$ cat src/floppy_macros.svh
`ifndef FLOPPY_MACROS_SVH
`define FLOPPY_MACROS_SVH

// I/O page base address
`define FLOPPY_IOBASE       16'hE000

// Port offsets inside the I/O page
`define FLOPPY_PORT_MMCA    16'd0
`define FLOPPY_PORT_SPDR    16'd1
`define FLOPPY_PORT_TXD     16'd4
`define FLOPPY_PORT_CTL     16'd6
`define FLOPPY_PORT_TMR1    16'd7
`define FLOPPY_PORT_TMR2    16'd8
`define FLOPPY_PORT_LED     16'd16

// Clock cycles per serial bit
`define FLOPPY_UART_DIV     8

// Clock cycles per timer decrement
`define FLOPPY_TIMER_DIV    16

// Half period of SCK in clock cycles
`define FLOPPY_SPI_HALF     2

`endif

$ cat src/floppy_bus_pkg.sv
package floppy_bus_pkg;

	////////////////////////////////
	// Bus-side vectors
	////////////////////////////////

	// Full CPU address
	typedef logic [15:0] cpu_addr_t;

	// Data byte on the bus
	typedef logic [7:0] cpu_byte_t;

	// Index into the 512-byte low memory
	typedef logic [8:0] zp_addr_t;

endpackage

$ cat src/floppy_zeropage.sv
module floppy_zeropage (
	input  logic                    clk,
	input  logic                    wren,
	input  floppy_bus_pkg::zp_addr_t  addr,
	input  floppy_bus_pkg::cpu_byte_t wdata,
	output floppy_bus_pkg::cpu_byte_t rdata
);
	import floppy_bus_pkg::*;

	localparam int DEPTH = 512;

	// Low memory array is undefined until written
	cpu_byte_t mem [0:DEPTH-1];

	// Read path is combinational
	assign rdata = mem[addr];

	always_ff @(posedge clk) begin
		if (wren) begin
			mem[addr] <= wdata;
		end
	end

endmodule

$ cat config.mk
export PLATFORM = sky130hd
export DESIGN_NAME = floppy_zeropage
export DESIGN_NICKNAME = d
export VERILOG_FILES = /design/src/floppy_macros.svh /design/src/floppy_bus_pkg.sv /design/src/floppy_zeropage.sv
export SDC_FILE = /design/constraint.sdc
export NUM_CORES = 2
export LEC_CHECK = 0
export BUFFER_PORTS_ARGS = -buffer_cell sky130_fd_sc_hd__buf_2
export CAP_MARGIN = 25
export CORE_MARGIN = 4
export CORE_UTILIZATION = 45
export DETAILED_ROUTE_END_ITERATION = 6
export PLACE_DENSITY_LB_ADDON = 0.08
export SYNTH_ARGS = -nofsm -noshare
export SYNTH_HDL_FRONTEND = slang
export SYNTH_SLANG_ARGS = --single-unit
export TNS_END_PERCENT = 100
$ cat constraint.sdc
create_clock -name clk -period 2.9 [get_ports clk]
set_input_delay 0 -clock clk [delete_from_list [all_inputs] [get_ports clk]]
set_output_delay 0 -clock clk [all_outputs]
set_load 0.02 [all_outputs]
==> flow_summary.json <==
{
  "min_to": "mem[484][1]",
  "place_ws_ns": -1.659,
  "nFillCells": 26980,
  "grtUsageMet3_pct": 4.048,
  "ys_types": 66,
  "peakVddDrop_mv": 0.5229,
  "ys_warn_count": 0,
  "grt_start_max_net_pins": 124,
  "drc": 0,
  "p_clk_share_pct": 43.0,
  "end_kind": "output port",
  "fp.dieH_um": 600.9,
  "antenna_left": 0,
  "fp-row-count": 217,
  "hold_viol": 0,
  "vias": 85020,
  "hpwl_mm": 326.3,
  "path_cells": "mux4_2 -> a22o_1 -> a221oi_2 -> buf_4 -> a31oi_4 -> buf_6 -> or4_4 -> nor3_4 -> buf_6 -> nand4_1 -> buf_4",
  "post-cts-setup-buffers": 0,
  "finalWirelength_mm": 480.6,
  "synth_edf_count": 4096,
  "worst_path_max_delay_cell": "mux4_2",
  "worstMarginPinSlew_ns": 1.062,
  "holdCritStartpoint": "wdata[1]",
  "synth.yosys.seq_area_share_pct": 77.75,
  "p_leak_nw": 63.33,
  "top_usage_layer": "met2",
  "max_freq_mhz": 234.8,
  "ys.flop_type": "edfxtp_1",
  "min_period_ns": 4.258,
  "regMostFlops": "mem",
  "synthTopCellsByArea": "edfxtp_1, mux4_2, mux2i_1",
  "syn_inst": 7567,
  "die_area_um2": 361100,
  "gp_congestion": 0.9269,
  "seqCellArea_um2": 123000,
  "grt_pass1_vias": 84980,
  "final_nets": 9196,
  "startpoint_type": "flop",
  "slowest_delay_ns": 0.49,
  "drive_above_1_share_pct": 33.77,
  "drt_iter0_drc": 10990,
  "setup_tns_ns": -8.628,
  "vias_per_cell": 6.014,
  "clock_path_buffers": 4,
  "pwr-share-comb_pct": 5.4,
  "p_total_w": 0.1263,
  "seq_power_share_pct": 51.6,
  "initial_core_util_pct": 45.24,
  "placed_cells": 13340,
  "yosys_register_bits": 4096,
  "violations": "negative setup slack",
  "rsz0062_at_grt": "yes",
  "io-pin-count": 27,
  "grt_util_met1_pct": 38.96,
  "grt_overflow": 0,
  "clk_pin_slew_ns": 0.06,
  "crit_arrival_ns": 4.26,
  "fin_ws_ns": -1.358,
  "cts_tree": "done",
  "die_w_um": 600.9,
  "cts-root-buf": "clkbuf_16",
  "critPathKind": "flop to output port",
  "synth.avg_cell_area_um2": 20.91,
  "reg_top3": "mem (4096)",
  "p_int_w": 0.09917,
  "io_buffers": 26,
  "grt_antenna_before_repair": 27,
  "p_per_area_nw_per_um2": 659.7,
  "async_reset_ff_share_pct": 0,
  "htreeDepth": 5,
  "final_common_cell": "edfxtp_1",
  "syn_to_final_growth_pct": 21.02,
  "holdPathStages": 2,
  "dr.pass1.iters": 5,
  "status": "finished with violations",
  "wl_per_cell_um": 33.99,
  "max_slew_margin_pct": 28.92,
  "maxCapViolations": 0,
  "numCtsBuffers": 428,
  "path_buf_inv": 4,
  "yosysTopAreaCell": "edfxtp_1",
  "p_sw_share_pct": 21.48,
  "syn-cell-area_um2": 158200,
  "final_cell_mix": "edfxtp_1, buf_4, mux4_2",
  "worst_ep_required_time_ns": 2.90,
  "grt_first_pass_wirelength_mm": 673.0,
  "synth_top_area_share_pct": 77.75,
  "drv_slew": 0,
  "multi_input_area_um2": 33680,
  "clock-sinks": 4096,
  "core-area_um2": 349700,
  "grt_use_met2_pct": 40.76,
  "final.period_utilization_pct": 146.8,
  "crit_fanout": 1,
  "netSwitchingPower_w": 0.02713,
  "hold_path.class": "primary input to flop",
  "largest_reg_flops": 4096,
  "setup_viol": 8,
  "final_util_pct": 54.75,
  "grt_usage_pct": 26.24,
  "syn-num-nets": 7586,
  "crit_family": "simple AND/OR/NAND/NOR gates",
  "final_cells": 14140
}
[how the worst max path moves through the flow]
| stage | start | end | slack [ns] | depth (start not counted) |
|---|---|---|---|---|
| floorplan | addr[0] | mem[463][0] | 0.45 | 10 |
| global placement | addr[0] | rdata[7] | -1.64 | 14 |
| detailed placement | addr[0] | rdata[7] | -1.66 | 14 |
| CTS | mem[11][3] | rdata[3] | -1.57 | 11 |
| global route | mem[11][3] | rdata[3] | -1.46 | 11 |
| finish | mem[11][3] | rdata[3] | -1.36 | 11 |
[timing repair]
| action | in CTS | in global routing |
|---|---|---|
| hold endpoints to repair | 4146 | 0 |
| pin swaps | 42 | 22 |
| resized for setup | 99 | 36 |
| hold buffers | 13 | 0 |
| endpoints found under the setup margin | 8 | 8 |
[logic make-up after synthesis]
logic type,count (synthesis),share of synthesized area [%]
DFF,4096,77.75
muxes,1268,14.49
and+or+nand+nor,958,2.739
AOI/OAI and AO/OA,758,3.429
buffers and inverters,487,1.592
[power groups by stage]
stage                     Clock (W)  Sequential (W)  Combinational, W
after floorplan                   0          0.0665           0.00275
after global placement            0          0.0664           0.00668
after detailed placement          0          0.0664           0.00674
after CTS                    0.0552          0.0652           0.00687
after global routing         0.0578          0.0652           0.00713
final                        0.0542          0.0652           0.00685
[final cells by class]
cell class / instances / share of cell area (%)
multi-input cells: 2984 / 17.59
clock buffers: 513 / 5.827
clock inverters: 274 / 1.352
flip-flops and latches: 4096 / 64.24
well taps: 4599 / 3.005
repair buffers: 1663 / 7.965
inverters: 4 / 0.01046
diodes: 5 / 0.006535
[stage by stage]
step	instance area (µm²)	hold WS, ns
after floorplan	158200	0.09887
after global placement	176800	0.4371
after detailed placement	176900	0.4355
after CTS	191200	0.05301
after global routing	191400	0.1066
final	191500	0.1210
[routing by layer]
| metal | share of wire, % | wire [µm] |
|---|---|---|
| met3 | 7.7 | 37120 |
| met1 | 43 | 205400 |
| met4 | 3.1 | 14850 |
| met5 | 0.0044 | 21 |
| met2 | 46 | 223200 |
[cells in the mapped netlist (all sizes together), types with 45 or more instances]
cell type and instances:
a22o 47, a31oi 76, nor2 548, a22oi 181, mux2i 434, mux4 816, nand3 47, edfxtp 4096
o22ai 118, a221oi 92, nand2 130, o21ai 45, buf 286, nand4 47, a21oi 77, clkbuf 197
No activity file was read; power rests on OpenSTA's default activity.
