**src/floppy_macros.svh**
```systemverilog
`ifndef FLOPPY_MACROS_SVH
`define FLOPPY_MACROS_SVH

// I/O page base address
`define FLOPPY_IOBASE       16'hE000

// Port offsets inside the I/O page
`define FLOPPY_PORT_MMCA    16'd0
`define FLOPPY_PORT_SPDR    16'd1
`define FLOPPY_PORT_TXD     16'd4
`define FLOPPY_PORT_CTL     16'd6
`define FLOPPY_PORT_TMR1    16'd7
`define FLOPPY_PORT_TMR2    16'd8
`define FLOPPY_PORT_LED     16'd16

// Clock cycles per serial bit
`define FLOPPY_UART_DIV     8

// Clock cycles per timer decrement
`define FLOPPY_TIMER_DIV    16

// Half period of SCK in clock cycles
`define FLOPPY_SPI_HALF     2

`endif

```
**src/floppy_bus_pkg.sv**
```systemverilog
package floppy_bus_pkg;

	////////////////////////////////
	// Bus-side vectors
	////////////////////////////////

	// Full CPU address
	typedef logic [15:0] cpu_addr_t;

	// Data byte on the bus
	typedef logic [7:0] cpu_byte_t;

	// Index into the 512-byte low memory
	typedef logic [8:0] zp_addr_t;

endpackage

```
**src/floppy_periph_pkg.sv**
```systemverilog
package floppy_periph_pkg;

	// Serial transmitter frame phases
	typedef enum logic [1:0] {
		TX_IDLE, TX_START, TX_DATA, TX_STOP
	} uart_tx_state_t;

	// Byte handoff from the TXD port to the transmitter
	typedef enum logic [1:0] {
		FEED_IDLE, FEED_WAIT_FREE, FEED_WAIT_BUSY
	} tx_feed_state_t;

	// SPI clock phases
	typedef enum logic [1:0] {
		SPI_IDLE, SPI_LOW, SPI_HIGH
	} spi_state_t;

endpackage

```
**src/floppy_io_ports.sv**
```systemverilog
`include "floppy_macros.svh"

module floppy_io_ports (
	input  logic                      clk,
	input  logic                      reset_n,
	input  logic                      ce,
	input  logic                      memwr,
	input  floppy_bus_pkg::cpu_addr_t addr,
	input  floppy_bus_pkg::cpu_byte_t wdata,
	output floppy_bus_pkg::cpu_byte_t rdata,
	input  logic                      sd_miso,
	output logic                      sd_mosi,
	output logic                      sd_sck,
	output logic                      uart_txd,
	output floppy_bus_pkg::cpu_byte_t green_leds
);
	import floppy_bus_pkg::*;
	import floppy_periph_pkg::*;

	// Absolute port addresses
	localparam cpu_addr_t ADDR_MMCA = `FLOPPY_IOBASE + `FLOPPY_PORT_MMCA;
	localparam cpu_addr_t ADDR_SPDR = `FLOPPY_IOBASE + `FLOPPY_PORT_SPDR;
	localparam cpu_addr_t ADDR_TXD  = `FLOPPY_IOBASE + `FLOPPY_PORT_TXD;
	localparam cpu_addr_t ADDR_CTL  = `FLOPPY_IOBASE + `FLOPPY_PORT_CTL;
	localparam cpu_addr_t ADDR_TMR1 = `FLOPPY_IOBASE + `FLOPPY_PORT_TMR1;
	localparam cpu_addr_t ADDR_TMR2 = `FLOPPY_IOBASE + `FLOPPY_PORT_TMR2;
	localparam cpu_addr_t ADDR_LED  = `FLOPPY_IOBASE + `FLOPPY_PORT_LED;

	logic           bus_wr;
	cpu_byte_t      timer1_q;
	cpu_byte_t      timer2_q;
	cpu_byte_t      spi_q;
	logic           spi_ready;
	tx_feed_state_t feed_state;
	cpu_byte_t      tx_byte;
	logic           tx_load;
	logic           tx_busy;
	logic           tx_status;

	assign bus_wr = ce & memwr;

	////////////////////////////////
	// Read mux
	////////////////////////////////

	assign tx_status = (feed_state != FEED_IDLE) | tx_busy;

	always_comb begin
		case (addr)
			ADDR_MMCA: rdata = {7'b0, spi_ready};
			ADDR_SPDR: rdata = spi_q;
			ADDR_CTL:  rdata = {7'b0, tx_status};
			ADDR_TMR1: rdata = timer1_q;
			ADDR_TMR2: rdata = timer2_q;
			ADDR_LED:  rdata = green_leds;
			default:   rdata = 8'hFF;
		endcase
	end

	////////////////////////////////
	// LEDs and UART feed
	////////////////////////////////

	always_ff @(posedge clk or negedge reset_n) begin
		if (!reset_n) begin
			green_leds <= '0;
			feed_state <= FEED_IDLE;
			tx_load    <= 1'b0;
		end else begin
			tx_load <= 1'b0;
			if (bus_wr && addr == ADDR_LED) begin
				green_leds <= wdata;
			end
			// A new byte replaces whatever is still pending
			if (bus_wr && addr == ADDR_TXD) begin
				tx_byte    <= wdata;
				feed_state <= FEED_WAIT_FREE;
			end else begin
				case (feed_state)
					FEED_WAIT_FREE: begin
						if (!tx_busy) begin
							tx_load    <= 1'b1;
							feed_state <= FEED_WAIT_BUSY;
						end
					end
					FEED_WAIT_BUSY: begin
						if (tx_busy) feed_state <= FEED_IDLE;
					end
					default: feed_state <= FEED_IDLE;
				endcase
			end
		end
	end

	floppy_uart_tx #(.CLKS_PER_BIT(`FLOPPY_UART_DIV)) uart (
		.clk(clk), .reset_n(reset_n), .load(tx_load), .data(tx_byte),
		.txd(uart_txd), .busy(tx_busy)
	);

	floppy_timer #(.DIV(`FLOPPY_TIMER_DIV)) timer1 (
		.clk(clk), .reset_n(reset_n), .load(bus_wr && addr == ADDR_TMR1),
		.wdata(wdata), .count(timer1_q)
	);

	floppy_timer #(.DIV(`FLOPPY_TIMER_DIV)) timer2 (
		.clk(clk), .reset_n(reset_n), .load(bus_wr && addr == ADDR_TMR2),
		.wdata(wdata), .count(timer2_q)
	);

	floppy_spi #(.HALF(`FLOPPY_SPI_HALF)) spi (
		.clk(clk), .reset_n(reset_n), .start(bus_wr && addr == ADDR_SPDR),
		.wdata(wdata), .miso(sd_miso), .mosi(sd_mosi), .sck(sd_sck),
		.rdata(spi_q), .ready(spi_ready)
	);

endmodule

```
**src/floppy_spi.sv**
```systemverilog
`include "floppy_macros.svh"

module floppy_spi #(
	parameter int HALF = `FLOPPY_SPI_HALF
) (
	input  logic                      clk,
	input  logic                      reset_n,
	input  logic                      start,
	input  floppy_bus_pkg::cpu_byte_t wdata,
	input  logic                      miso,
	output logic                      mosi,
	output logic                      sck,
	output floppy_bus_pkg::cpu_byte_t rdata,
	output logic                      ready
);
	import floppy_bus_pkg::*;
	import floppy_periph_pkg::*;

	localparam int HW = (HALF > 1) ? $clog2(HALF) : 1;
	localparam logic [HW-1:0] LAST_CLK = HW'(HALF - 1);

	spi_state_t    state;
	logic [HW-1:0] half_clk;
	logic [2:0]    bit_idx;
	// Outgoing bits leave at the top and incoming ones enter at the bottom
	cpu_byte_t     shreg;

	assign ready = (state == SPI_IDLE);
	assign rdata = shreg;

	always_ff @(posedge clk or negedge reset_n) begin
		if (!reset_n) begin
			state    <= SPI_IDLE;
			sck      <= 1'b0;
			mosi     <= 1'b0;
			half_clk <= '0;
			bit_idx  <= '0;
		end else begin
			case (state)
				SPI_IDLE: begin
					if (start) begin
						shreg    <= wdata;
						mosi     <= wdata[7];
						half_clk <= '0;
						bit_idx  <= '0;
						state    <= SPI_LOW;
					end
				end
				SPI_LOW: begin
					if (half_clk == LAST_CLK) begin
						// Rising SCK samples MISO
						half_clk <= '0;
						sck      <= 1'b1;
						shreg    <= {shreg[6:0], miso};
						state    <= SPI_HIGH;
					end else begin
						half_clk <= half_clk + 1'b1;
					end
				end
				SPI_HIGH: begin
					if (half_clk == LAST_CLK) begin
						half_clk <= '0;
						sck      <= 1'b0;
						if (bit_idx == 3'd7) begin
							state <= SPI_IDLE;
						end else begin
							bit_idx <= bit_idx + 1'b1;
							mosi    <= shreg[7];
							state   <= SPI_LOW;
						end
					end else begin
						half_clk <= half_clk + 1'b1;
					end
				end
				default: state <= SPI_IDLE;
			endcase
		end
	end

endmodule

```
**src/floppy_timer.sv**
```systemverilog
`include "floppy_macros.svh"

module floppy_timer #(
	parameter int DIV = `FLOPPY_TIMER_DIV
) (
	input  logic                      clk,
	input  logic                      reset_n,
	input  logic                      load,
	input  floppy_bus_pkg::cpu_byte_t wdata,
	output floppy_bus_pkg::cpu_byte_t count
);
	localparam int PW = (DIV > 1) ? $clog2(DIV) : 1;
	localparam logic [PW-1:0] LAST_TICK = PW'(DIV - 1);

	logic [PW-1:0] prescale;

	always_ff @(posedge clk or negedge reset_n) begin
		if (!reset_n) begin
			prescale <= '0;
			count    <= '0;
		end else if (load) begin
			// New count restarts the prescaler
			prescale <= '0;
			count    <= wdata;
		end else if (prescale == LAST_TICK) begin
			prescale <= '0;
			// Holds at zero
			if (count != '0) begin
				count <= count - 1'b1;
			end
		end else begin
			prescale <= prescale + 1'b1;
		end
	end

endmodule

```
**src/floppy_uart_tx.sv**
```systemverilog
`include "floppy_macros.svh"

module floppy_uart_tx #(
	parameter int CLKS_PER_BIT = `FLOPPY_UART_DIV
) (
	input  logic                      clk,
	input  logic                      reset_n,
	input  logic                      load,
	input  floppy_bus_pkg::cpu_byte_t data,
	output logic                      txd,
	output logic                      busy
);
	import floppy_bus_pkg::*;
	import floppy_periph_pkg::*;

	localparam int CW = (CLKS_PER_BIT > 1) ? $clog2(CLKS_PER_BIT) : 1;
	localparam logic [CW-1:0] LAST_CLK = CW'(CLKS_PER_BIT - 1);

	uart_tx_state_t state;
	logic [CW-1:0]  bit_clk;
	logic [2:0]     bit_idx;
	cpu_byte_t      shreg;

	assign busy = (state != TX_IDLE);

	always_ff @(posedge clk or negedge reset_n) begin
		if (!reset_n) begin
			state   <= TX_IDLE;
			txd     <= 1'b1;
			bit_clk <= '0;
			bit_idx <= '0;
		end else begin
			case (state)
				TX_IDLE: begin
					txd     <= 1'b1;
					bit_clk <= '0;
					if (load) begin
						// Start bit goes out right away
						shreg <= data;
						txd   <= 1'b0;
						state <= TX_START;
					end
				end
				TX_START: begin
					if (bit_clk == LAST_CLK) begin
						bit_clk <= '0;
						bit_idx <= '0;
						txd     <= shreg[0];
						shreg   <= {1'b0, shreg[7:1]};
						state   <= TX_DATA;
					end else begin
						bit_clk <= bit_clk + 1'b1;
					end
				end
				TX_DATA: begin
					if (bit_clk == LAST_CLK) begin
						bit_clk <= '0;
						if (bit_idx == 3'd7) begin
							txd   <= 1'b1;
							state <= TX_STOP;
						end else begin
							// LSB first
							bit_idx <= bit_idx + 1'b1;
							txd     <= shreg[0];
							shreg   <= {1'b0, shreg[7:1]};
						end
					end else begin
						bit_clk <= bit_clk + 1'b1;
					end
				end
				TX_STOP: begin
					if (bit_clk == LAST_CLK) begin
						bit_clk <= '0;
						state   <= TX_IDLE;
					end else begin
						bit_clk <= bit_clk + 1'b1;
					end
				end
				default: state <= TX_IDLE;
			endcase
		end
	end

endmodule

```
**config.mk**
```make
export PLATFORM = sky130hd
export DESIGN_NAME = floppy_io_ports
export DESIGN_NICKNAME = d
export VERILOG_FILES = /design/src/floppy_bus_pkg.sv /design/src/floppy_periph_pkg.sv /design/src/floppy_io_ports.sv /design/src/floppy_spi.sv /design/src/floppy_timer.sv /design/src/floppy_uart_tx.sv
export VERILOG_INCLUDE_DIRS = /design/src
export SDC_FILE = /design/constraint.sdc
export NUM_CORES = 1
export LEC_CHECK = 0
export ABC_AREA = 1
export BUFFER_PORTS_ARGS = -buffer_cell sky130_fd_sc_hd__buf_2
export CAP_MARGIN = 20
export CORE_MARGIN = 5
export CORE_UTILIZATION = 41
export DETAILED_ROUTE_END_ITERATION = 10
export PLACE_DENSITY_LB_ADDON = 0.15
export SYNTH_ARGS = -nofsm -noshare
export SYNTH_HDL_FRONTEND = slang
export SYNTH_SLANG_ARGS = --single-unit
```
**constraint.sdc**
```tcl
create_clock -name clk -period 2.7 [get_ports clk]
set_input_delay 0.135 -clock clk [delete_from_list [all_inputs] [get_ports clk]]
set_output_delay 0.135 -clock clk [all_outputs]
set_load 0.01 [all_outputs]
```
==> metrics.txt, run 1 <==
Pleak=~2.6 nW; Synth async-reset ratio=68.4%; Post-Synthesis Cells=around 560; WP data required=roughly 2700 ps; Final period util=between 70% and 80%; Startpoint Class=register; GRT overflow=0; Pins Over Slew Limit=0; Nets=661; worst-case clock buffer depth=2; std cell rows=38; pre-CTS setup slack=approximately 590 ps; hold path startpoint=wdata[5]; top_reg_cell synth=dfrtp_1; Synth Area per Inst=roughly 8.1 um2; EDFF count, synth=24; synthesized area=approximately 4500 um2; Die Ht=about 110 um; crit path DAT=roughly 2100 ps; RR Startpoint=spi.state[1]; die area=between 10000 and 15000 um2; Root Driver=clkbuf_8; Pwr Total=between 0.003 and 0.004 W; first-pass GRT wire length=17900 um; clk_skew=13.6 ps; Max-slew headroom=a little under three fifths; clk sinks=76; PortBufs=47; setup tns final=0 ps; final setup violation count=0; min Tclk post-route=approximately 2100 ps; Max Cap Viol=0; RSZ-0062 raised after global routing=false; Peak VDD IR=between 0.4 and 0.5 mV; DRT Pass-1 Iters=4; number of CTS-inserted buffers=9; ant diodes=0; RePlAce Congestion=between 0.8 and 0.9; final non-filler cell total=between 700 and 800; total number of H-tree levels=3; Tot GR Track Use=between 15 and 20%; antenna violations before repair=0; most common cell after layout, fill and taps aside=nand2_1; Post-CTS Repair Setup Buffers=0; Detail Route Antenna Nets=0; Total Routed Length=between 10000 and 15000 um; Yosys cell types=37; commonest cells after routing, fill and taps aside=nand2_1 (163), inv_1 (64), nand3_1 (53); Yosys warning count=0; status=finished, final reports clean; hpwl dp=around 8400 um; Placed Instances=740; # DRC=0; worst min-delay path category=in -> reg; synthesized flop and latch total=76; clk_lat worst skew=360 ps; final hold vios=0; DR vias=approximately 3700; Multi-input gate area=2170 um2; Initial Util=a little over two fifths; First DRT Iteration DRCs=~250; core footprint=~11000 um2; width of the die=around 110 um; Fin Hold WS=about 60 ps; worst slew pin tran=approximately 670 ps; Crit Path Category=reg -> reg; Setup crit end kind=register; Post-Syn Nets=around 600; share of post-route cells with drive strength above 1=18.8%; FILL cells=~1000; register area=between 2000 and 2500 um2; CTS tree=done; crit path from=spi.state[1]; pin count of the biggest net entering global routing=22; CTS-repair resized insts=0; Worst Setup Slack, final=between 500 and 600 ps; DR vias/cell=4.85; WL per Instance=about 14 um; IO Count=48; Power Density=around 770 nW/um2; sequential-to-total area share from yosys stat=45.0%; largest fanout on the critical path=19; Max Freq=~470 MHz; Area Growth Syn to Fin=14.9%; clock slew at reported path FFs=80 ps; number of global-route vias before repair=around 3600
-- sequential cells by signal (all words and copies together) (netlist names), 4 cells and up --
name,cells
spi.rdata,8
timer1.count,8
timer2.count,8
tx_byte,8
timer2.prescale,4
uart.shreg,8
timer1.prescale,4
green_leds,8
-- timing repair --
action	4_1_cts	5_1_grt
hold endpoints to repair	13	0
setup endpoints to repair	0	0
hold buffers	1	0
-- cell usage after synthesis, types with 10 or more instances --
| cell type | instances | share of area [%] |
|---|---|---|
| nor2_1 | 52 | 4.3 |
| nand4_1 | 10 | 1.4 |
| o21ai_0 | 23 | 2.6 |
| nand2_1 | 163 | 14 |
| ha_1 | 20 | 5.6 |
| inv_1 | 64 | 5.3 |
| dfrtp_1 | 51 | 28 |
| xor2_1 | 10 | 1.9 |
| nand2_2 | 11 | 1.5 |
| edfxtp_1 | 24 | 16 |
| nand3_1 | 53 | 5.9 |
-- kinds of logic after synthesis --
kind of cell             after synthesis  synth area share, %
flip-flops                            76                 45.0
buffers and inverters                 77                 6.76
XOR/XNOR                              13                 2.53
adder cells (fa/ha/maj)               20                 5.57
AO/OA/AOI/OAI                         46                 6.26
AND/OR/NAND/NOR                      323                 33.9
-- per-stage QoR --
stage                     area (um2)  utilization, %
after floorplan                 4500               -
after CTS                       5170            47.9
after global routing            5170            47.9
final                           5170            47.9
after global placement          4890            45.4
after detailed placement        4890            45.4
-- cell type report --
cell class | instances | share of cell area, %
Multi-Input combinational cell | 402 | 42.0
Sequential cell | 76 | 39.2
Inverter | 72 | 5.23
Timing Repair Buffer | 51 | 5.18
Tap cell | 140 | 3.39
Clock inverter | 6 | 2.59
Clock buffer | 10 | 2.47
-- report_power, final --
group          internal (W)  switching [W]  total [W]
combinational      0.000420       0.000800    0.00122
sequential          0.00147       0.000131    0.00160
clock              0.000710       0.000436    0.00115
-- metal layers --
metal | vias up | wire [um] | part of all wire, % | global-route usage, %
met5 | - | 0 | 0 | 0
met1 | 1713 | 4840 | 44 | 22.1
met3 | 13 | 493 | 4.5 | 3.75
li1 | 1895 | - | - | -
met4 | 0 | 148 | 1.4 | 5.32
met2 | 54 | 5440 | 50 | 30.2
-- path summary, 6_finish.rpt --
path	cells past startpoint	endpoint	slack [ps]
setup reg to reg	4	spi.rdata[4]	580
max in group asynchronous	3	spi.sck	1770
hold / removal	1	tx_byte[5]	60
hold reg to reg	1	uart.bit_clk[0]	450
min in group asynchronous	2	timer2.prescale[0]	260
setup / recovery	4	spi.rdata[4]	580
-- worst max-delay path: stages, from the launching register on --
cell     delay, ps
dfrtp_1        410
inv_1           90
ha_1           490
o21ai_0        190
nor2_1         570
No activity file was read; power rests on OpenSTA's default activity.
==> run 2: changes to the inputs <==
--- a/config.mk
+++ b/config.mk
@@ -6,7 +6,7 @@
 export SDC_FILE = /design/constraint.sdc
 export NUM_CORES = 1
 export LEC_CHECK = 0
-export ABC_AREA = 1
+export ABC_AREA = 0
 export BUFFER_PORTS_ARGS = -buffer_cell sky130_fd_sc_hd__buf_2
 export CAP_MARGIN = 20
 export CORE_MARGIN = 5
==> constraint.sdc (replaced) <==
create_clock -name clk -period 1.72 [get_ports clk]
set_input_delay 0.086 -clock clk [delete_from_list [all_inputs] [get_ports clk]]
set_output_delay 0.086 -clock clk [all_outputs]
set_load 0.01 [all_outputs]
==> run 2 against run 1 <==
The flow now finishes with violations (negative setup slack). Clock skew fell by 0.83 ps. First-iteration DRC count decreased by 20%. Synthesized cell count fell by 34%. Hold slack worse by 43 ps. Critical endpoint is now timer2.count[1].
==> metrics.txt, run 2 <==
Area after DPL=4770 um2 (-2.6%); number of global-route vias before repair=3299 (-7.8%); crit path from=timer2.count[4]; DRT Pass-1 Iters=5 (+1); std cell rows=36 (-5.3%); Die Ht=109 um (-4.8%); CP delay by family, top=simple AND/OR/NAND/NOR gates; Crit Path Category=reg -> reg; status=finished with violations; Clk pwr share=22.1% (-6.8 points); worst min-delay path category=in -> reg; Worst path slowest cell=or4_4; WL per Instance=15.7 um (+9.0%); Detail Route Antenna Nets=0 (unchanged); Power Density=1160 nW/um2 (+51%); Post-Synthesis Cells=369 (-34%); DR vias/cell=5.22 (+7.5%); RePlAce Congestion=0.773 (-6.5%); top_reg_cell synth=dfrtp_1; Finished Cell Area=5240 um2 (+1.5%); hpwl dp=6870 um (-18%); Worst Setup Slack, final=-118 ps (-703 ps); clock slew at reported path FFs=80 ps (about the same); Net Sw Frac=32.8% (-1.7 points); antenna violations before repair=0 (unchanged); synthesized flop and latch total=76 (unchanged); Final period util=107% (+29 points); ant diodes=0 (unchanged); Pleak=2.15 nW (-17%); Startpoint Class=register; slowest stage delay, CP=550 ps (-20 ps); Yosys cell types=61 (+65%); Synth async-reset ratio=68.4% (unchanged); CP cell instances=or4_4 -> or2_4 -> o21ai_4 -> mux2_4 -> o21ai_1; Logic pwr share=37.5% (+6.7 points); GRT overflow=0 (unchanged); crit path DAT=2120 ps (about the same); clk sinks=76 (unchanged); Synth Area per Inst=10.9 um2 (+35%); pin count of the biggest net entering global routing=53 (+140%); WP data required=2000 ps (-690 ps); final setup violation count=13 (+13); pre-CTS setup slack=-253 ps (-842 ps); WP buf/inv=0 (-1); Total Routed Length=9590 um (-12%); most common cell after layout, fill and taps aside=dfrtp_1; total number of H-tree levels=3 (unchanged); CTS tree=done; Nets=521 (-21%); final non-filler cell total=610 (-19%); clk_skew=12.8 ps (-0.826 ps); die area=11900 um2 (-9.4%); largest fanout on the critical path=2 (-17); failing checks=negative setup slack; Area Growth Syn to Fin=30.1%; Max-slew headroom=53.1% (-2.3 points); largest area contributor in the netlist=dfrtp_1; clk_lat worst skew=350 ps (about the same); worst slew pin tran=704 ps (+36.2 ps); most common cell in the netlist=dfrtp_1; Yosys top cell area share=31.7% (+3.3 points); # DRC=0 (unchanged); sequential-to-total area share from yosys stat=50.2% (+5.2 points); Yosys warning count=0 (unchanged); Tot GR Track Use=17.1% (-0.41 points); Placed Instances=578 (-22%); hold path startpoint=wdata[4]; min Tclk post-route=1840 ps (-277 ps); core footprint=9680 um2 (-10%); switching pwr=0.00199 W (+46%); IO Count=48 (unchanged); setup tns final=-807 ps (-807 ps); Pint=0.00408 W (+57%); RSZ-0062 raised after global routing=true; Peak VDD IR=0.738 mV (+64%); DR vias=3184 (-13%); Max Freq=544 MHz (+15%); Initial Util=41.6% (about the same); FILL cells=879 (-16%); width of the die=109 um (-4.8%); top cells by count, synth=dfrtp_1 (51), nand2_1 (37), o21ai_0 (26); final hold vios=0 (unchanged); sequential power share=40.3% (about the same); PortBufs=47 (unchanged); Pins Over Slew Limit=0 (unchanged); share of post-route cells with drive strength above 1=39.0% (+20 points); Root Driver=clkbuf_8; RR Startpoint=timer2.count[4]; Setup crit end kind=register; first-pass GRT wire length=15800 um (-12%); largest cells by area after synthesis=dfrtp_1 (32%), edfxtp_1 (18%), mux2_2 (7.0%), ha_1 (6.2%), nand2_1 (3.4%); commonest cells after routing, fill and taps aside=dfrtp_1 (50), buf_2 (47), buf_4 (45); number of CTS-inserted buffers=9 (unchanged); Max Cap Viol=0 (unchanged); synthesized area=4030 um2 (-10%); Post-Syn Nets=418 (-31%); EDFF count, synth=24 (unchanged); worst-case clock buffer depth=2 (unchanged); First DRT Iteration DRCs=197 (-20%)
[run 2: cell types whose count changed after synthesis, sizes merged, moves of 5 or more]
cell,before,now
buf,2,8
inv,71,18
nand2,176,37
mux2i,0,5
nor2,70,20
mux2,0,25
a222oi,0,7
a21oi,2,17
and2,0,5
nor2b,0,5
o21ai,37,28
nor4,1,6
nand3,55,15
[run 2: path summary, 6_finish.rpt]
check                                  endpoint  slack (ps)  cells after the start
worst max-delay path            timer2.count[1]        -120                      5
worst min-delay path                 tx_byte[4]          20                      1
worst max register to register  timer2.count[1]        -120                      5
worst min register to register         uart.txd         470                      2
max in group asynchronous         uart.state[1]         820                      3
min in group asynchronous       uart.bit_clk[1]         420                      3
[run 2: area by class of cell]
cell class | instances | area [um2] | share of cell area (%)
inverters | 18 | 67.6 | 1.29
well taps | 133 | 166 | 3.17
multi-input cells | 261 | 2060 | 39.2
flip-flops and latches | 76 | 2020 | 38.6
clock buffers | 9 | 124 | 2.36
repair buffers | 106 | 741 | 14.1
clock inverters | 7 | 65.1 | 1.24
[run 2: power groups by stage]
stage,Clock (W),Sequential (W),Combinational [W]
finish,0.00134,0.00245,0.00228
detailed placement,0,0.00249,0.00194
global route,0.00148,0.00249,0.00254
global placement,0,0.00248,0.00189
CTS,0.00139,0.00245,0.00200
floorplan,0,0.00243,0.00136
[run 2: cell families (layout without fill, tap and decap cells)]
| group | Yosys count | count (layout) | share of synthesized area (%) |
|---|---|---|---|
| and+or+nand+nor | 130 | 130 | 18.1 |
| DFF | 76 | 76 | 50.2 |
| AOI/OAI and AO/OA | 69 | 69 | 11.0 |
| buffers and inverters | 32 | 140 | 3.69 |
| muxes | 30 | 30 | 8.22 |
| adders and majority gates | 20 | 20 | 6.21 |
| xor gates and xnor gates | 12 | 12 | 2.61 |
[run 2: through the flow]
step | hold slack [ps] | power (W) | util [%]
final | 17.7 | 0.00607 | 54.1
after global routing | 1.15 | 0.00651 | 54.1
after CTS | 3.37 | 0.00583 | 52.4
after detailed placement | 292 | 0.00442 | 49.2
after global placement | 283 | 0.00437 | 49.2
after floorplan | -210 | 0.00379 | -
[run 2: per-layer routing]
layer	global-route usage [%]	share of wire, %	up-vias
met5	0	0	-
met4	3.61	1.1	0
met3	4.26	3.6	10
met2	30.3	53	50
met1	21.1	42	1576
li1	-	-	1548
[run 2: timing repair]
| action | CTS | global route |
|---|---|---|
| hold endpoints to repair | 54 | 2 |
| buffers inserted | 2 | 8 |
| hold buffers | 4 | 2 |
| gates resized for setup | 17 | 26 |
| endpoints found under the setup margin | 27 | 40 |
| pin swaps | 10 | 11 |
==> run 3: changes to the inputs <==
--- a/config.mk
+++ b/config.mk
@@ -10,9 +10,11 @@
 export BUFFER_PORTS_ARGS = -buffer_cell sky130_fd_sc_hd__buf_2
 export CAP_MARGIN = 20
 export CORE_MARGIN = 5
-export CORE_UTILIZATION = 41
+export CORE_UTILIZATION = 53
 export DETAILED_ROUTE_END_ITERATION = 10
+export GPL_ROUTABILITY_DRIVEN = 0
 export PLACE_DENSITY_LB_ADDON = 0.15
 export SYNTH_ARGS = -nofsm -noshare
 export SYNTH_HDL_FRONTEND = slang
+export SYNTH_HIERARCHICAL = 1
 export SYNTH_SLANG_ARGS = --single-unit
==> run 3 against run 2 <==
The run still ends with negative setup slack left. Hold slack improved by 15 ps. Non-clock buffer count grew 9. Sequential cell count unchanged. Clock power shrank 12%. Synthesized area increased by 7.2%. Maximum frequency fell by 7.1%. Critical path type is now in -> reg.
==> metrics.txt, run 3 <==
RSZ-0062 raised after global routing=true; share of post-route cells with drive strength above 1=41.1% (+2.1 points); Peak VDD IR=0.712 mV (-3.5%); worst slew pin tran=390 ps (-314 ps); multiplexer share of the synthesized area=10.7% (+2.5 points); Max-slew headroom=74.0% (+21 points); GRT busiest layer=met2; PortBufs=47 (unchanged); Pins Over Slew Limit=0 (unchanged); Yosys warning count=6 (+6); Worst Setup Slack, final=-259 ps (-141 ps); Synth Area in Adders=6.95% (+0.74 points); crit path DAT=2260 ps (+140 ps); Fin Hold WS=33.0 ps (+15.4 ps); met2 usage=36.9% (+6.5 points); Yosys cell types=65 (+6.6%); pin count of the biggest net entering global routing=30 (-43%); slowest stage delay, CP=550 ps (about the same); FILL cells=617 (-30%); Startpoint Class=primary input; top cells by count, synth=dfrtp_1 (51), nand2_1 (32), edfxtp_1 (24), ha_1 (24), nor2_1 (24); width of the die=100 um (-8.1%); final non-filler cell total=609 (-0.16%); Post-Synthesis Cells=387 (+4.9%); top_reg_cell synth=dfrtp_1; IO Count=48 (unchanged); First DRT Iteration DRCs=104 (-47%); std cell rows=33 (-8.3%); most common cell after layout, fill and taps aside=buf_4; die area=10100 um2 (-16%); final setup violation count=54 (+41); Pleak=2.41 nW (+12%); hpwl dp=7780 um (+13%); DR vias/cell=5.68 (+8.8%); WP buf/inv=2 (+2); largest cells by area after synthesis=dfrtp_1 (30%), edfxtp_1 (17%), ha_1 (7.0%), mux2_2 (4.4%), mux2i_1 (3.2%); final hold vios=0 (unchanged); GR Util met1=28.8% (+7.8 points); Die Ht=100 um (-8.1%); Finished Cell Area=5590 um2 (+6.7%); CP delay by family, top=simple AND/OR/NAND/NOR gates; sequential-to-total area share from yosys stat=46.8% (-3.4 points); WP data required=2000 ps (about the same); Placed Instances=577 (-0.17%); Compound-Gate Fraction of Synth Area=10.4% (-0.59 points); Root Driver=clkbuf_8; Area Growth Syn to Fin=29.5%; Worst path slowest cell=or4_4; Yosys top cell area share=29.5% (-2.1 points); worst min-delay path category=in -> reg; synthesized flop and latch total=76 (unchanged); Final Util=69.1% (+15 points); pre-CTS setup slack=-667 ps (-414 ps); Area after DPL=5080 um2 (+6.6%); GRT overflow=0 (unchanged); synthesized area=4320 um2 (+7.2%); Initial Util=53.4% (+12 points); clock slew at reported path FFs=80 ps (about the same); main combinational cell family by area after synthesis=simple AND/OR/NAND/NOR gates; EDFF count, synth=24 (unchanged); clk_lat worst skew=330 ps (-20 ps); GRT met3 Usage=2.78% (-1.5 points); post-synthesis simple-gate area fraction=20.6% (+2.4 points); Post-Syn Nets=440 (+5.3%); Max Cap Viol=0 (unchanged); # DRC=0 (unchanged); Setup crit end kind=register; clk_skew=9.52 ps (-3.28 ps); clk sinks=76 (unchanged); Power Density=823 nW/um2 (-29%); number of CTS-inserted buffers=9 (unchanged); failing checks=negative setup slack; Nets=552 (+6.0%); Synth async-reset ratio=68.4% (unchanged); Synth Area per Inst=11.2 um2 (+2.2%); worst-case clock buffer depth=2 (unchanged); Final period util=115% (+8.2 points); commonest cells after routing, fill and taps aside=buf_4 (57), dfrtp_1 (51), buf_2 (45); core footprint=8090 um2 (-16%); most common cell in the netlist=dfrtp_1; XOR/XNOR share of the synthesized area=1.42% (-1.2 points); most frequent CP cell=or4_4; CTS tree=done; ant diodes=0 (unchanged); status=finished with violations; Crit Path Category=in -> reg; total number of H-tree levels=3 (unchanged); min Tclk post-route=1980 ps (+141 ps); Detail Route Antenna Nets=0 (unchanged); CP cell instances=buf_6 -> or4_4 -> or4_4 -> nor2_4 -> buf_6 -> nor4b_4 -> a21o_2 -> or4_4 -> nand3_2; Tot GR Track Use=21.8% (+4.7 points); number of global-route vias before repair=3484 (+5.6%); Max Freq=505 MHz (-7.1%); DRT Pass-1 Iters=4 (-1); WL per Instance=17.3 um (+9.9%); Total Routed Length=10500 um (+9.7%); largest area contributor in the netlist=dfrtp_1; DR vias=3457 (+8.6%); largest fanout on the critical path=4 (+2); first-pass GRT wire length=17200 um (+8.6%); antenna violations before repair=0 (unchanged)
[run 3: cell count changes after synthesis, moves of 7 or more]
cell,before,now
a21oi_1,16,9
a222oi_1,7,0
mux2_1,0,9
mux2_2,25,17
mux2i_1,5,14
nand3_1,15,7
nor2b_1,5,15
o21ai_0,26,7
o21ai_1,1,10
[run 3: where the power goes]
part	switching, W	internal (W)
Combinational	0.000599	0.000703
Clock	0.000623	0.000559
Sequential	0.0000951	0.00203
[run 3: logic make-up after synthesis]
kind of cell | Yosys count
compound gates | 61
xor+xnor | 7
fa+ha+maj | 24
buf+inv | 29
flops | 76
mux | 42
simple gates | 148
[run 3: timing repair]
action / CTS / global route
pin swaps: 10 / 8
hold buffers: 1 / 0
setup endpoints to repair: 47 / 56
endpoints found under the hold margin: 47 / 0
buffers inserted: 5 / 12
resized for setup: 27 / 23
[run 3: worst paths after layout]
| path | from | end | slack (ps) | depth (start not counted) |
|---|---|---|---|---|
| setup / recovery | addr[9] | timer2/count[6] | -260 | 9 |
| hold / removal | wdata[1] | tx_byte[1] | 30 | 1 |
| setup reg to reg | spi/state[0] | spi/bit_idx[0] | -100 | 8 |
| hold reg to reg | timer2/prescale[0] | timer2/prescale[0] | 460 | 1 |
| max in group asynchronous | reset_n | timer1/count[0] | 920 | 3 |
| min in group asynchronous | reset_n | tx_load | 140 | 2 |
[run 3: final cells by class]
cell class | instances | area (um2) | area share [%]
well taps | 105 | 131 | 2.35
clock inverters | 3 | 15.0 | 0.268
flip-flops and latches | 76 | 2020 | 36.2
repair buffers | 115 | 816 | 14.6
clock buffers | 13 | 149 | 2.66
inverters | 15 | 58.8 | 1.05
multi-input cells | 282 | 2400 | 42.9
[run 3: layer usage]
metal / up-vias / wire, um / share of wire [%]
met4: 0 / 193 / 1.8
met3: 16 / 318 / 3.0
met5: - / 0 / 0
met1: 1699 / 4590 / 44
li1: 1661 / - / -
met2: 81 / 5420 / 52
[run 3: stage by stage]
step | TNS (ps) | total power (W)
after floorplan | -15560 | 0.00280
after global placement | -26070 | 0.00325
after global routing | -11350 | 0.00487
after CTS | -6890 | 0.00452
after detailed placement | -26640 | 0.00329
final | -7450 | 0.00460
